===== src/design/c16_loader_macros.svh =====
// c16 download path constants
// memory bases, download indices, zero-page pointer addresses
// and the width of the access phase counter
`ifndef C16_LOADER_MACROS_SVH
`define C16_LOADER_MACROS_SVH

// ----------------------------------------
// ram placement of downloaded images
// ----------------------------------------
// system rom images land here
`define C16_ROM_MEM_START 25'h0010000
// tape images land here, above the rom area
`define C16_TAP_MEM_START 25'h0020000
// full rom image starts with the old drive rom, skip it
`define C16_ROM_SKIP 25'h0004000

// ----------------------------------------
// download index codes from the io controller
// ----------------------------------------
`define C16_IDX_ROM_FULL 8'h00
`define C16_IDX_PRG 8'h01
`define C16_IDX_ROM_KERNAL 8'h03
`define C16_IDX_TAP 8'h41

// basic end pointers, low byte here and high byte at the next address
`define C16_ZP_PTR0 16'h002d
`define C16_ZP_PTR1 16'h002f
`define C16_ZP_PTR2 16'h0031
`define C16_ZP_PTR3 16'h009d

// phase counter width, one full access period per wrap
`define C16_SLOT_BITS 4

`endif


===== src/design/c16_loader_pkg.sv =====
// c16 download path types
// vector widths, download kind and load event encoding shared by all stages
package c16_loader_pkg;

	// ----------------------------------------
	// plain vectors with a meaning
	// ----------------------------------------
	typedef logic [7:0] byte_t;
	// byte address into the shared ram
	typedef logic [24:0] ram_addr_t;
	// offset of a byte inside the running download
	typedef logic [24:0] dl_addr_t;
	typedef logic [15:0] cpu_addr_t;
	// basic pointer held in the zero-page shadow
	typedef logic [15:0] zp_ptr_t;
	typedef logic [7:0] dl_index_t;

	// what kind of image is being downloaded
	typedef enum logic [1:0] {
		NONE,
		ROM,
		PRG,
		TAP
	} dl_kind_e;

	// action the write scheduler takes for one host byte
	typedef enum logic [2:0] {
		NOP,
		// prg header bytes carry the load address
		ADDR_LO,
		ADDR_HI,
		// plain byte, written at the running address
		DATA,
		// jump to base, then write the byte there
		SEEK_DATA
	} load_op_e;

	// one decoded host byte, valid for a single cycle
	typedef struct packed {
		load_op_e op;
		ram_addr_t base;
		byte_t data;
	} load_evt_t;

endpackage


===== src/design/c16_loader_top.sv =====
// c16 download path top level
// decoder, slot timer, ram write scheduler and zero-page shadow
`timescale 1ns/1ps

module c16_loader_top import c16_loader_pkg::*; (
	input  logic      clk28,
	input  logic      reset,
	// host download stream
	input  logic      dl_active_i,
	input  dl_index_t dl_index_i,
	input  logic      dl_wr_i,
	input  dl_addr_t  dl_addr_i,
	input  byte_t     dl_data_i,
	// computer ras strobe
	input  logic      ras_n_i,
	// cpu access to the shadow bytes
	input  cpu_addr_t cpu_addr_i,
	input  logic      cpu_wr_i,
	input  byte_t     cpu_data_i,
	// shared ram write port
	output logic      mem_wr_o,
	output ram_addr_t mem_addr_o,
	output byte_t     mem_data_o,
	output logic      cpu_wait_o,
	output logic      zp_hit_o,
	output byte_t     zp_data_o
);

	dl_kind_e  kind;
	load_evt_t evt;
	logic      io_start;
	logic      cpu_start;

	// ----------------------------------------
	// download stream to events
	// ----------------------------------------
	load_decoder u_load_decoder (
		.clk28       (clk28),
		.reset       (reset),
		.dl_active_i (dl_active_i),
		.dl_index_i  (dl_index_i),
		.dl_wr_i     (dl_wr_i),
		.dl_addr_i   (dl_addr_i),
		.dl_data_i   (dl_data_i),
		.kind_o      (kind),
		.evt_o       (evt),
		.cpu_wait_o  (cpu_wait_o)
	);

	slot_timer u_slot_timer (
		.clk28       (clk28),
		.reset       (reset),
		.ras_n_i     (ras_n_i),
		.io_start_o  (io_start),
		.cpu_start_o (cpu_start)
	);

	// writes land in the io half of each period
	ram_write_sched u_ram_write_sched (
		.clk28       (clk28),
		.reset       (reset),
		.evt_i       (evt),
		.io_start_i  (io_start),
		.cpu_start_i (cpu_start),
		.mem_wr_o    (mem_wr_o),
		.mem_addr_o  (mem_addr_o),
		.mem_data_o  (mem_data_o)
	);

	// end pointers come from the scheduler's running address
	zp_shadow u_zp_shadow (
		.clk28       (clk28),
		.reset       (reset),
		.kind_i      (kind),
		.dl_active_i (dl_active_i),
		.end_addr_i  (mem_addr_o),
		.cpu_addr_i  (cpu_addr_i),
		.cpu_wr_i    (cpu_wr_i),
		.cpu_data_i  (cpu_data_i),
		.zp_hit_o    (zp_hit_o),
		.zp_data_o   (zp_data_o)
	);

endmodule


===== src/design/load_decoder.sv =====
// download decoder
// classifies the download index and turns each host byte into a load event
`timescale 1ns/1ps
`include "c16_loader_macros.svh"

module load_decoder import c16_loader_pkg::*; (
	input  logic      clk28,
	input  logic      reset,
	input  logic      dl_active_i,
	input  dl_index_t dl_index_i,
	input  logic      dl_wr_i,
	input  dl_addr_t  dl_addr_i,
	input  byte_t     dl_data_i,
	output dl_kind_e  kind_o,
	output load_evt_t evt_o,
	output logic      cpu_wait_o
);

	load_op_e  op_d, op_q;
	ram_addr_t base_d, base_q;
	byte_t     data_q;

	// ----------------------------------------
	// kind of the running download
	// ----------------------------------------
	always_comb begin
		kind_o = NONE;
		if (dl_active_i) begin
			case (dl_index_i)
				`C16_IDX_ROM_FULL, `C16_IDX_ROM_KERNAL: kind_o = ROM;
				`C16_IDX_PRG: kind_o = PRG;
				`C16_IDX_TAP: kind_o = TAP;
				default: kind_o = NONE;
			endcase
		end
	end

	// cpu is held off while rom or program bytes go into ram
	assign cpu_wait_o = (kind_o == ROM) || (kind_o == PRG);

	// ----------------------------------------
	// byte classification
	// ----------------------------------------
	always_comb begin
		op_d = NOP;
		base_d = '0;
		if (dl_wr_i) begin
			case (kind_o)
				PRG: begin
					// two byte load address header, then payload
					if (dl_addr_i == 25'd0)
						op_d = ADDR_LO;
					else if (dl_addr_i == 25'd1)
						op_d = ADDR_HI;
					else
						op_d = DATA;
				end
				TAP: begin
					base_d = `C16_TAP_MEM_START;
					op_d = (dl_addr_i == 25'd0) ? SEEK_DATA : DATA;
				end
				ROM: begin
					base_d = `C16_ROM_MEM_START;
					if (dl_index_i == `C16_IDX_ROM_KERNAL)
						op_d = (dl_addr_i == 25'd0) ? SEEK_DATA : DATA;
					// full image, drop the leading drive rom part
					else if (dl_addr_i < `C16_ROM_SKIP)
						op_d = NOP;
					else if (dl_addr_i == `C16_ROM_SKIP)
						op_d = SEEK_DATA;
					else
						op_d = DATA;
				end
				default: op_d = NOP;
			endcase
		end
	end

	// event valid for the one cycle after the strobe
	always_ff @(posedge clk28) begin
		if (reset)
			op_q <= NOP;
		else
			op_q <= op_d;
	end

	always_ff @(posedge clk28) begin
		base_q <= base_d;
		data_q <= dl_data_i;
	end

	assign evt_o = '{op: op_q, base: base_q, data: data_q};

endmodule


===== src/design/ram_write_sched.sv =====
// ram write scheduler
// owns the ram byte address and issues one pending write per io half
`timescale 1ns/1ps

module ram_write_sched import c16_loader_pkg::*; (
	input  logic      clk28,
	input  logic      reset,
	input  load_evt_t evt_i,
	input  logic      io_start_i,
	input  logic      cpu_start_i,
	output logic      mem_wr_o,
	output ram_addr_t mem_addr_o,
	output byte_t     mem_data_o
);

	logic  pending_q;
	byte_t latch_q;
	logic  has_byte;

	// payload ops leave a byte waiting for the next io half
	assign has_byte = (evt_i.op == DATA) || (evt_i.op == SEEK_DATA);

	// ----------------------------------------
	// write strobe, pending flag and address
	// ----------------------------------------
	always_ff @(posedge clk28) begin
		if (reset) begin
			mem_wr_o <= 1'b0;
			pending_q <= 1'b0;
			mem_addr_o <= '0;
		end else begin
			// io half begins, hand the waiting byte to ram
			if (io_start_i) begin
				mem_wr_o <= pending_q;
				pending_q <= 1'b0;
			end

			// cpu half begins, close the write and step on
			if (cpu_start_i) begin
				mem_wr_o <= 1'b0;
				if (mem_wr_o)
					mem_addr_o <= mem_addr_o + 25'd1;
			end

			// host events win over the slot logic
			case (evt_i.op)
				ADDR_LO: mem_addr_o[7:0] <= evt_i.data;
				// high header byte also clears everything above it
				ADDR_HI: mem_addr_o[24:8] <= {9'd0, evt_i.data};
				SEEK_DATA: mem_addr_o <= evt_i.base;
				default: ;
			endcase
			if (has_byte)
				pending_q <= 1'b1;
		end
	end

	// ----------------------------------------
	// data path
	// ----------------------------------------
	always_ff @(posedge clk28) begin
		// a second byte in the same slot replaces the first
		if (has_byte)
			latch_q <= evt_i.data;
		if (io_start_i && pending_q)
			mem_data_o <= latch_q;
	end

endmodule


===== src/design/slot_timer.sv =====
// access slot timer
// keeps the phase counter in step with ras and marks the start of each half
`timescale 1ns/1ps
`include "c16_loader_macros.svh"

module slot_timer (
	input  logic clk28,
	input  logic reset,
	input  logic ras_n_i,
	output logic io_start_o,
	output logic cpu_start_o
);

	logic                      ras_n_q;
	logic [`C16_SLOT_BITS-1:0] phase_q;
	logic                      half_q;
	logic                      ras_fall;
	logic                      cpu_half;

	// ras just went low, restart the access period
	assign ras_fall = ras_n_q && !ras_n_i;

	always_ff @(posedge clk28) begin
		if (reset) begin
			ras_n_q <= 1'b1;
			phase_q <= '0;
			half_q <= 1'b0;
		end else begin
			ras_n_q <= ras_n_i;
			// free running between ras edges, wraps each period
			if (ras_fall)
				phase_q <= '0;
			else
				phase_q <= phase_q + 1'b1;
			half_q <= cpu_half;
		end
	end

	// upper half of the period belongs to the cpu
	assign cpu_half = phase_q[`C16_SLOT_BITS-1];

	// one cycle pulses on the half boundaries
	assign io_start_o = half_q && !cpu_half;
	assign cpu_start_o = !half_q && cpu_half;

endmodule


===== src/design/zp_shadow.sv =====
// zero-page pointer shadow
// holds the basic end pointers, loaded at the end of a program download
// and readable and writable by the cpu as eight overlay bytes
`timescale 1ns/1ps
`include "c16_loader_macros.svh"

module zp_shadow import c16_loader_pkg::*; (
	input  logic      clk28,
	input  logic      reset,
	input  dl_kind_e  kind_i,
	input  logic      dl_active_i,
	input  ram_addr_t end_addr_i,
	input  cpu_addr_t cpu_addr_i,
	input  logic      cpu_wr_i,
	input  byte_t     cpu_data_i,
	output logic      zp_hit_o,
	output byte_t     zp_data_o
);

	// low byte address of each pointer
	localparam cpu_addr_t PTR_ADDR [4] = '{
		`C16_ZP_PTR0,
		`C16_ZP_PTR1,
		`C16_ZP_PTR2,
		`C16_ZP_PTR3
	};

	zp_ptr_t ptr_q [4];
	logic    prg_dl;
	logic    prg_dl_q;
	logic    prg_end_q;
	logic    sel_lo [4];
	logic    sel_hi [4];

	// ----------------------------------------
	// end of program download
	// ----------------------------------------
	assign prg_dl = dl_active_i && (kind_i == PRG);

	always_ff @(posedge clk28) begin
		if (reset) begin
			prg_dl_q <= 1'b0;
			prg_end_q <= 1'b0;
		end else begin
			prg_dl_q <= prg_dl;
			// one cycle after the download level drops
			prg_end_q <= prg_dl_q && !prg_dl;
		end
	end

	// ----------------------------------------
	// cpu address decode and read overlay
	// ----------------------------------------
	always_comb begin
		zp_hit_o = 1'b0;
		// nothing of ours at this address, read as open bus
		zp_data_o = 8'hff;
		for (int i = 0; i < 4; i++) begin
			sel_lo[i] = (cpu_addr_i == PTR_ADDR[i]);
			sel_hi[i] = (cpu_addr_i == PTR_ADDR[i] + 16'd1);
			if (sel_lo[i]) begin
				zp_hit_o = 1'b1;
				zp_data_o = ptr_q[i][7:0];
			end
			if (sel_hi[i]) begin
				zp_hit_o = 1'b1;
				zp_data_o = ptr_q[i][15:8];
			end
		end
	end

	// ----------------------------------------
	// pointer registers
	// ----------------------------------------
	always_ff @(posedge clk28) begin
		if (reset) begin
			for (int i = 0; i < 4; i++)
				ptr_q[i] <= '0;
		end else if (prg_end_q) begin
			// running address is one past the last byte, pointers go one further
			for (int i = 0; i < 4; i++)
				ptr_q[i] <= end_addr_i[15:0] + 16'd1;
		end else if (cpu_wr_i) begin
			for (int i = 0; i < 4; i++) begin
				if (sel_lo[i])
					ptr_q[i][7:0] <= cpu_data_i;
				if (sel_hi[i])
					ptr_q[i][15:8] <= cpu_data_i;
			end
		end
	end

endmodule


===== config.mk =====
export PLATFORM = sky130hd
export DESIGN_NAME = c16_loader_top
export DESIGN_NICKNAME = d
export VERILOG_FILES = /design/src/design/c16_loader_pkg.sv /design/src/design/c16_loader_top.sv /design/src/design/load_decoder.sv /design/src/design/ram_write_sched.sv /design/src/design/slot_timer.sv /design/src/design/zp_shadow.sv
export VERILOG_INCLUDE_DIRS = /design/src /design/src/design
export SDC_FILE = /design/constraint.sdc
export NUM_CORES = 1
export LEC_CHECK = 0
export ABC_CLOCK_PERIOD_IN_PS = 3100
export BUFFER_PORTS_ARGS = -buffer_cell sky130_fd_sc_hd__buf_2
export CORE_ASPECT_RATIO = 0.75
export CORE_MARGIN = 3
export CORE_UTILIZATION = 40
export CTS_CLUSTER_SIZE = 10
export DETAILED_ROUTE_END_ITERATION = 12
export GPL_TIMING_DRIVEN = 0
export SLEW_MARGIN = 25
export SYNTH_ARGS = -nofsm -noshare
export SYNTH_HDL_FRONTEND = slang
export SYNTH_SLANG_ARGS = --single-unit

===== constraint.sdc =====
create_clock -name clk28 -period 3.1 [get_ports clk28]
set_input_delay 0.155 -clock clk28 [delete_from_list [all_inputs] [get_ports clk28]]
set_output_delay 0.155 -clock clk28 [all_outputs]
set_load 0.05 [all_outputs]

Word level (Yosys, flattened, before mapping)

Memory sizes are Yosys's and may differ from the RTL's.
Index checks and enable logic that the tools add are counted.

Flip-flop bits (word level): 87
RAM bits: 64
Input port bits: 71
Output and inout bits: 44
Memories kept: 1

Add/sub/neg operators: 3
Magnitude comparators: 1
Equal/unequal tests: 20
Muxes and demuxes: 88
Bitwise gates (word level): 13
Reduce and logical (&&, ||, !) cells: 25

Memory list:

| name              | depth | width | read ports | clocked after memory_dff | write ports | RTL line        | text |
|---|---|---|---|---|---|---|---|
| u_zp_shadow.ptr_q | 4     | 16    | 4          | 0                        | 4           | zp_shadow.sv:28 | `zp_ptr_t ptr_q [4];` |

Operator list:

| kind                                                  | count |
|---|---|
| two-way mux 8 bit                                     | 16 |
| equality test 16 x 6 -> 1 bit, second input constant  | 6 |
| two-way mux 16 bit                                    | 4 |
| two-way mux 1 bit                                     | 55 |
| two-way mux 25 bit                                    | 2 |
| one-hot mux 18 bit (2 select lines)                   | 1 |
| one-hot mux 17 bit (2 select lines)                   | 1 |
| equality test 16 x 8 -> 1 bit, second input constant  | 2 |
| adder 25 x 1 -> 25 bit, second input constant         | 1 |
| equality test 25 x 1 -> 1 bit, second input constant  | 1 |
| equality test 25 x 15 -> 1 bit, second input constant | 1 |
| logical NOT 25 bit                                    | 1 |
| < comparator 25 x 15 -> 1 bit, second input constant  | 1 |
| adder 16 x 1 -> 16 bit, second input constant         | 1 |
| one-hot mux 8 bit (2 select lines)                    | 1 |
| two-way mux 3 bit                                     | 5 |
| OR 1 bit                                              | 12 |
| nonzero test 3 bit                                    | 4 |
| one-hot mux 3 bit (3 select lines)                    | 1 |
| equality test 8 x 1 -> 1 bit, second input constant   | 1 |
| equality test 8 x 2 -> 1 bit, second input constant   | 1 |
| equality test 8 x 7 -> 1 bit, second input constant   | 1 |
| logical NOT 8 bit                                     | 1 |
| OR reduction 2 bit                                    | 4 |
| 14 further kinds                                      | 26 |

Logic depth before layout (Yosys ltp)

Depth after elaboration: 9
Gate-level depth with buffers: 10

Hierarchy

From an unflattened synthesis, not the netlist that was laid out.

Cell total of the unflattened synthesis: 751
Area, all modules: 7,289.5 µm²

By module, submodules not included:

| module          | instances | cells an instance | area each (µm²) | seq. area each (µm²) |
|---|---|---|---|---|
| zp_shadow       | 1         | 381               | 3,851.2         | 1,961.9 |
| ram_write_sched | 1         | 265               | 2,473.6         | 1,021.0 |
| load_decoder    | 1         | 84                | 754.5           | 260.2 |
| slot_timer      | 1         | 21                | 210.2           | 120.1 |

Least setup slack after synthesis

Ideal clock, no wire load.

Path type: in2out
Start: input cpu_addr_i[4]
End: output zp_data_o[7]
Arrival time: 2,576 ps
Setup slack: 369 ps
Cell stages on the path: 6
Buffers on the path: 1
Cell sequence: or4b_4 > nor4_4 > and2_1 > buf_2 > a222oi_1 > o21ai_0

Longest elaborated chain between the ends: 9

RTL lines:

| item                          | RTL line             | text |
|---|---|---|
| start, declared               | c16_loader_top.sv:17 | `input cpu_addr_t cpu_addr_i,` |
| equality test 16 x 6 -> 1 bit | zp_shadow.sv:59      | `sel_lo[i] = (cpu_addr_i == PTR_ADDR[i]);` |
| two-way mux 8 bit             | zp_shadow.sv:61      | `if (sel_lo[i]) begin` |
| two-way mux 8 bit             | zp_shadow.sv:65      | `if (sel_hi[i]) begin` |
| two-way mux 8 bit             | zp_shadow.sv:61      |  |
| two-way mux 8 bit             | zp_shadow.sv:65      |  |
| two-way mux 8 bit             | zp_shadow.sv:61      |  |
| two-way mux 8 bit             | zp_shadow.sv:65      |  |
| two-way mux 8 bit             | zp_shadow.sv:61      |  |
| two-way mux 8 bit (*)         | zp_shadow.sv:65      |  |
| end, declared                 | c16_loader_top.sv:26 | `output byte_t zp_data_o` |

Every way passes the cells marked *; elsewhere a longest branch is shown, timed or not.

Worst setup path in the final report

Start: register u_ram_write_sched.mem_addr_o[1]
End: register u_ram_write_sched.mem_addr_o[20]

Longest elaborated chain between the ends: 4

RTL lines:

| item                                | RTL line              | text |
|---|---|---|
| start, declared                     | ram_write_sched.sv:12 | `output ram_addr_t mem_addr_o,` |
| start signal, assigned              | ram_write_sched.sv:42 | `mem_addr_o <= mem_addr_o + 25'd1;` |
| start signal, assigned              | ram_write_sched.sv:47 | `ADDR_LO: mem_addr_o[7:0] <= evt_i.data;` |
| start signal, assigned              | ram_write_sched.sv:50 | `SEEK_DATA: mem_addr_o <= evt_i.base;` |
| adder 25 x 1 -> 25 bit              | ram_write_sched.sv:42 |  |
| two-way mux 25 bit                  | ram_write_sched.sv:41 | `if (mem_wr_o)` |
| two-way mux 25 bit                  | ram_write_sched.sv:39 | `if (cpu_start_i) begin` |
| one-hot mux 17 bit (2 select lines) | ram_write_sched.sv:46 | `case (evt_i.op)` |

Every way passes these cells. The select of a mux whose other input is x is not followed.
A chain may end at the register's enable or synchronous reset.

==> impl_metrics.env <==
export IMPL_outcome="finished, final reports clean"
export IMPL_worst_r2r_setup_slack_ns=0.42
export IMPL_ys_ff_latch=128
export IMPL_report_final_slew_viol_count=0
export IMPL_fin_setup_tns_ns=0
export IMPL_routedWlPerCell_um=20.55
export IMPL_p_clk_frac=0.481
export IMPL_crit_top_cell="nand4_1"
export IMPL_post_cts_buffers=0
export IMPL_synthAdderAreaFrac=0.01629
export IMPL_power_mw=3.933
export IMPL_cts_sinks=128
export IMPL_synth_area_um2=6758
export IMPL_finalHoldViolCount=0
export IMPL_hold_path_class="in -> reg"
export IMPL_required_ns=3.44
export IMPL_drive_gt1_frac=0.2364
export IMPL_fmax_mhz=373.6
export IMPL_setup_viol=0
export IMPL_swShare=0.2256
export IMPL_crit_path_max_fanout=7
export IMPL_fin_crit_sh=0.8635
export IMPL_pwr_share_comb=0.047
export IMPL_post_route_util=0.5058
export IMPL_hpwl_um=16090
export IMPL_internal_power_mw=3.046
export IMPL_max_stage_delay_ns=0.54
export IMPL_grt_usage=0.2360
export IMPL_finalWeightedCongestion=0.8865
export IMPL_synth_cell_types=66
export IMPL_diodes=0
export IMPL_viasPerCell=5.849
export IMPL_rows=40
export IMPL_htree_levels=4
export IMPL_nets=891
export IMPL_ant_nets=0
export IMPL_ys_seq_area_frac=0.4977
export IMPL_grt_pass1_vias=5856
export IMPL_vias=6054
export IMPL_hold_worst_slack_ns=0.03463
export IMPL_grt_max_degree=17
export IMPL_antenna_found_initial=1
export IMPL_startpoint_type="register"
export IMPL_dpl_cell_area_um2=7551
export IMPL_cp_slowest_cell="dfxtp_1"
export IMPL_ctsHoldBuffers=10
export IMPL_io_pins=115
export IMPL_start_util=0.4155
export IMPL_cts_tree="done"
export IMPL_syn_mean_instance_area_um2=9.967
export IMPL_routed_wl_um=21270
export IMPL_synth_compound_area_frac=0.2007
export IMPL_syn_num_nets=757
export IMPL_hold_start="dl_active_i"
export IMPL_first_pass_iters=5
export IMPL_cts_repair_resized=0
export IMPL_rsz0062_at_grt="false"
export IMPL_layout_cells_non_filler=1035
export IMPL_drt_iter0_markers=667
export IMPL_place_ws_ns=0.4659
export IMPL_final_area_um2=8227
export IMPL_root_buffer="clkbuf_16"
export IMPL_critPathKind="reg -> reg"
export IMPL_placeableCoreArea_um2=16270
export IMPL_cellLeakagePower_nw=3.157
export IMPL_finalCriticalPeriod_ns=2.677
export IMPL_die_w_um=156.1
export IMPL_synth_top_family_by_area="simple AND/OR/NAND/NOR gates"
export IMPL_dieArea_um2=18510
export IMPL_synthSimpleGateAreaFrac=0.2148
export IMPL_tightest_slew_ns=0.9550
export IMPL_critical_path_top_delay_family="simple AND/OR/NAND/NOR gates"
export IMPL_numCtsBuffers=17
export IMPL_synth_edf_count=80
export IMPL_r2r_start="u_ram_write_sched.mem_addr_o[1]"
export IMPL_worst_slack_ns=0.4232
export IMPL_yosys_warnings=0
export IMPL_synth_ff_type="edfxtp_1"
export IMPL_syn_to_final_growth_pct=21.74
export IMPL_finClkSkew_ns=0.007226
export IMPL_port_buffers=105
export IMPL_cp_arrival_ns=3.02
export IMPL_maxCapViolCount=0
export IMPL_path_clk_slew_ns=0.06
export IMPL_seqPwrFrac=0.472
export IMPL_netlist_instances=678
export IMPL_die_h_um=118.6
export IMPL_cp_cell_sequence="ha_1, nand4_1, nor4_4, nand4_1, or4_1, a21oi_1"
export IMPL_p_sw_mw=0.8875
export IMPL_n_fill_cell=1468
export IMPL_grt_overflow=0
export IMPL_slew_headroom=0.3591
export IMPL_clk_path_buf_depth=2
export IMPL_async_reset_ff_frac=0
export IMPL_dp_cells=993
export IMPL_grt_pass1_wl_um=33320
export IMPL_crit_path_start="u_ram_write_sched.mem_addr_o[1]"
export IMPL_power_density_nw_per_um2=478.1
export IMPL_clock_latency_ns=0.42
export IMPL_endpoint_kind="register"
export IMPL_yosys_area_share_xor_xnor=0.03111
export IMPL_post_route_drc_count=0
export IMPL_critPathBufInv=0
export IMPL_synth_mux_area_frac=0.004444
export IMPL_irDropWorstVdd_mv=0.3263
-- per-layer routing --
layer  global-route usage  wire (µm)  part of all wire  up-vias
met1               0.3384       9313              0.44     2893
li1                     -          -                 -     2813
met4              0.06453        356             0.017        2
met5                    0          9           0.00042        -
met3              0.08382       2446              0.11       27
met2               0.3359       9146              0.43      319
-- registers in the layout, indices dropped and copies added (netlist names), 2 cells and up --
signal	cells
u_load_decoder.op_q	3
u_ram_write_sched.mem_addr_o	25
u_ram_write_sched.latch_q	8
u_load_decoder.data_q	8
u_ram_write_sched.mem_data_o	8
u_load_decoder.base_q	2
u_zp_shadow.ptr_q	64
u_slot_timer.phase_q	4
-- worst register-to-register path, stage by stage (launching register included) --
cell and delay [ns]:
dfxtp_1 0.54, ha_1 0.36, nand4_1 0.26, nor4_4 0.51
nand4_1 0.29, or4_1 0.46, a21oi_1 0.17
-- power groups by stage --
stage	clock network [mW]	logic (mW)	registers, mW
floorplan	0	0.0869	1.88
global placement	0	0.167	1.89
detailed placement	0	0.172	1.89
CTS	1.92	0.182	1.86
global route	1.99	0.202	1.86
finish	1.89	0.185	1.86
-- kinds of logic after synthesis --
kind of cell / Yosys count
AO/OA/AOI/OAI: 186
multiplexers: 3
flip-flops: 128
buffers and inverters: 53
adder cells (fa/ha/maj): 9
XOR/XNOR: 24
AND/OR/NAND/NOR: 275
-- Yosys cell counts, drive strengths merged (4+ instances only) --
master   count  area, µm²
inv         15      56.30
clkbuf      18      68.81
and2        12      75.08
nor2        77      291.5
o22ai       16      100.1
o2bb2ai      5      43.79
nor2b        6      37.54
dfxtp       48      960.9
a21oi       25      125.1
a211oi      29      292.8
o31ai        5      37.54
nor3        14      81.33
nand2b       8      50.05
nand4        9      62.56
o21ai       43      215.2
a22o         4      35.03
buf         20      111.4
or4          7      60.06
a221oi       9      78.83
ha           8      100.1
edfxtp      80       2402
a31o         7      61.31
nand3       22      135.1
nand2       77      289.0
xnor2       13      113.9
xor2        11      96.34
a21o        18      135.1
o221a        4      45.04
nor4        17      157.7
and3         6      38.79
a22oi       10      75.07
-- placed cells by master (no fill, tap or decap), types with 6 or more instances in the layout --
cell / count
dlygate4sd3_1: 10
nand2_1: 77
a22oi_1: 10
nor2b_1: 6
clkbuf_16: 18
xnor2_1: 13
o21ai_0: 32
a31o_2: 7
nand3_1: 20
o21ai_1: 11
o22ai_1: 16
a211oi_1: 14
inv_1: 15
buf_1: 11
edfxtp_1: 80
ha_1: 8
a21o_1: 18
and2_1: 11
dfxtp_1: 48
nor2_1: 76
buf_2: 110
xor2_1: 11
nand2b_1: 8
a211oi_2: 15
nor4_1: 13
a221oi_1: 9
clkbuf_1: 18
a21oi_1: 25
nor3_1: 11
nand4_1: 8
-- final cells by class --
class	instances	area [µm²]	share of cell area
inverters	15	56.30	0.006844
plain buffers	38	180.2	0.02190
clock buffers	22	495.5	0.06023
clock inverters	10	75.07	0.009125
repair buffers	115	625.6	0.07605
flip-flops and latches	128	3363	0.4088
multi-input cells	497	3168	0.3851
well taps	210	262.8	0.03194
-- worst paths after layout --
kind                                            to  cells past startpoint
setup / recovery  u_ram_write_sched.mem_addr_o[20]                      6
hold / removal                u_zp_shadow.prg_dl_q                      3
setup reg to reg  u_ram_write_sched.mem_addr_o[20]                      6
hold reg to reg    u_ram_write_sched.mem_data_o[6]                      0
Power figures use the tool's default switching activity.
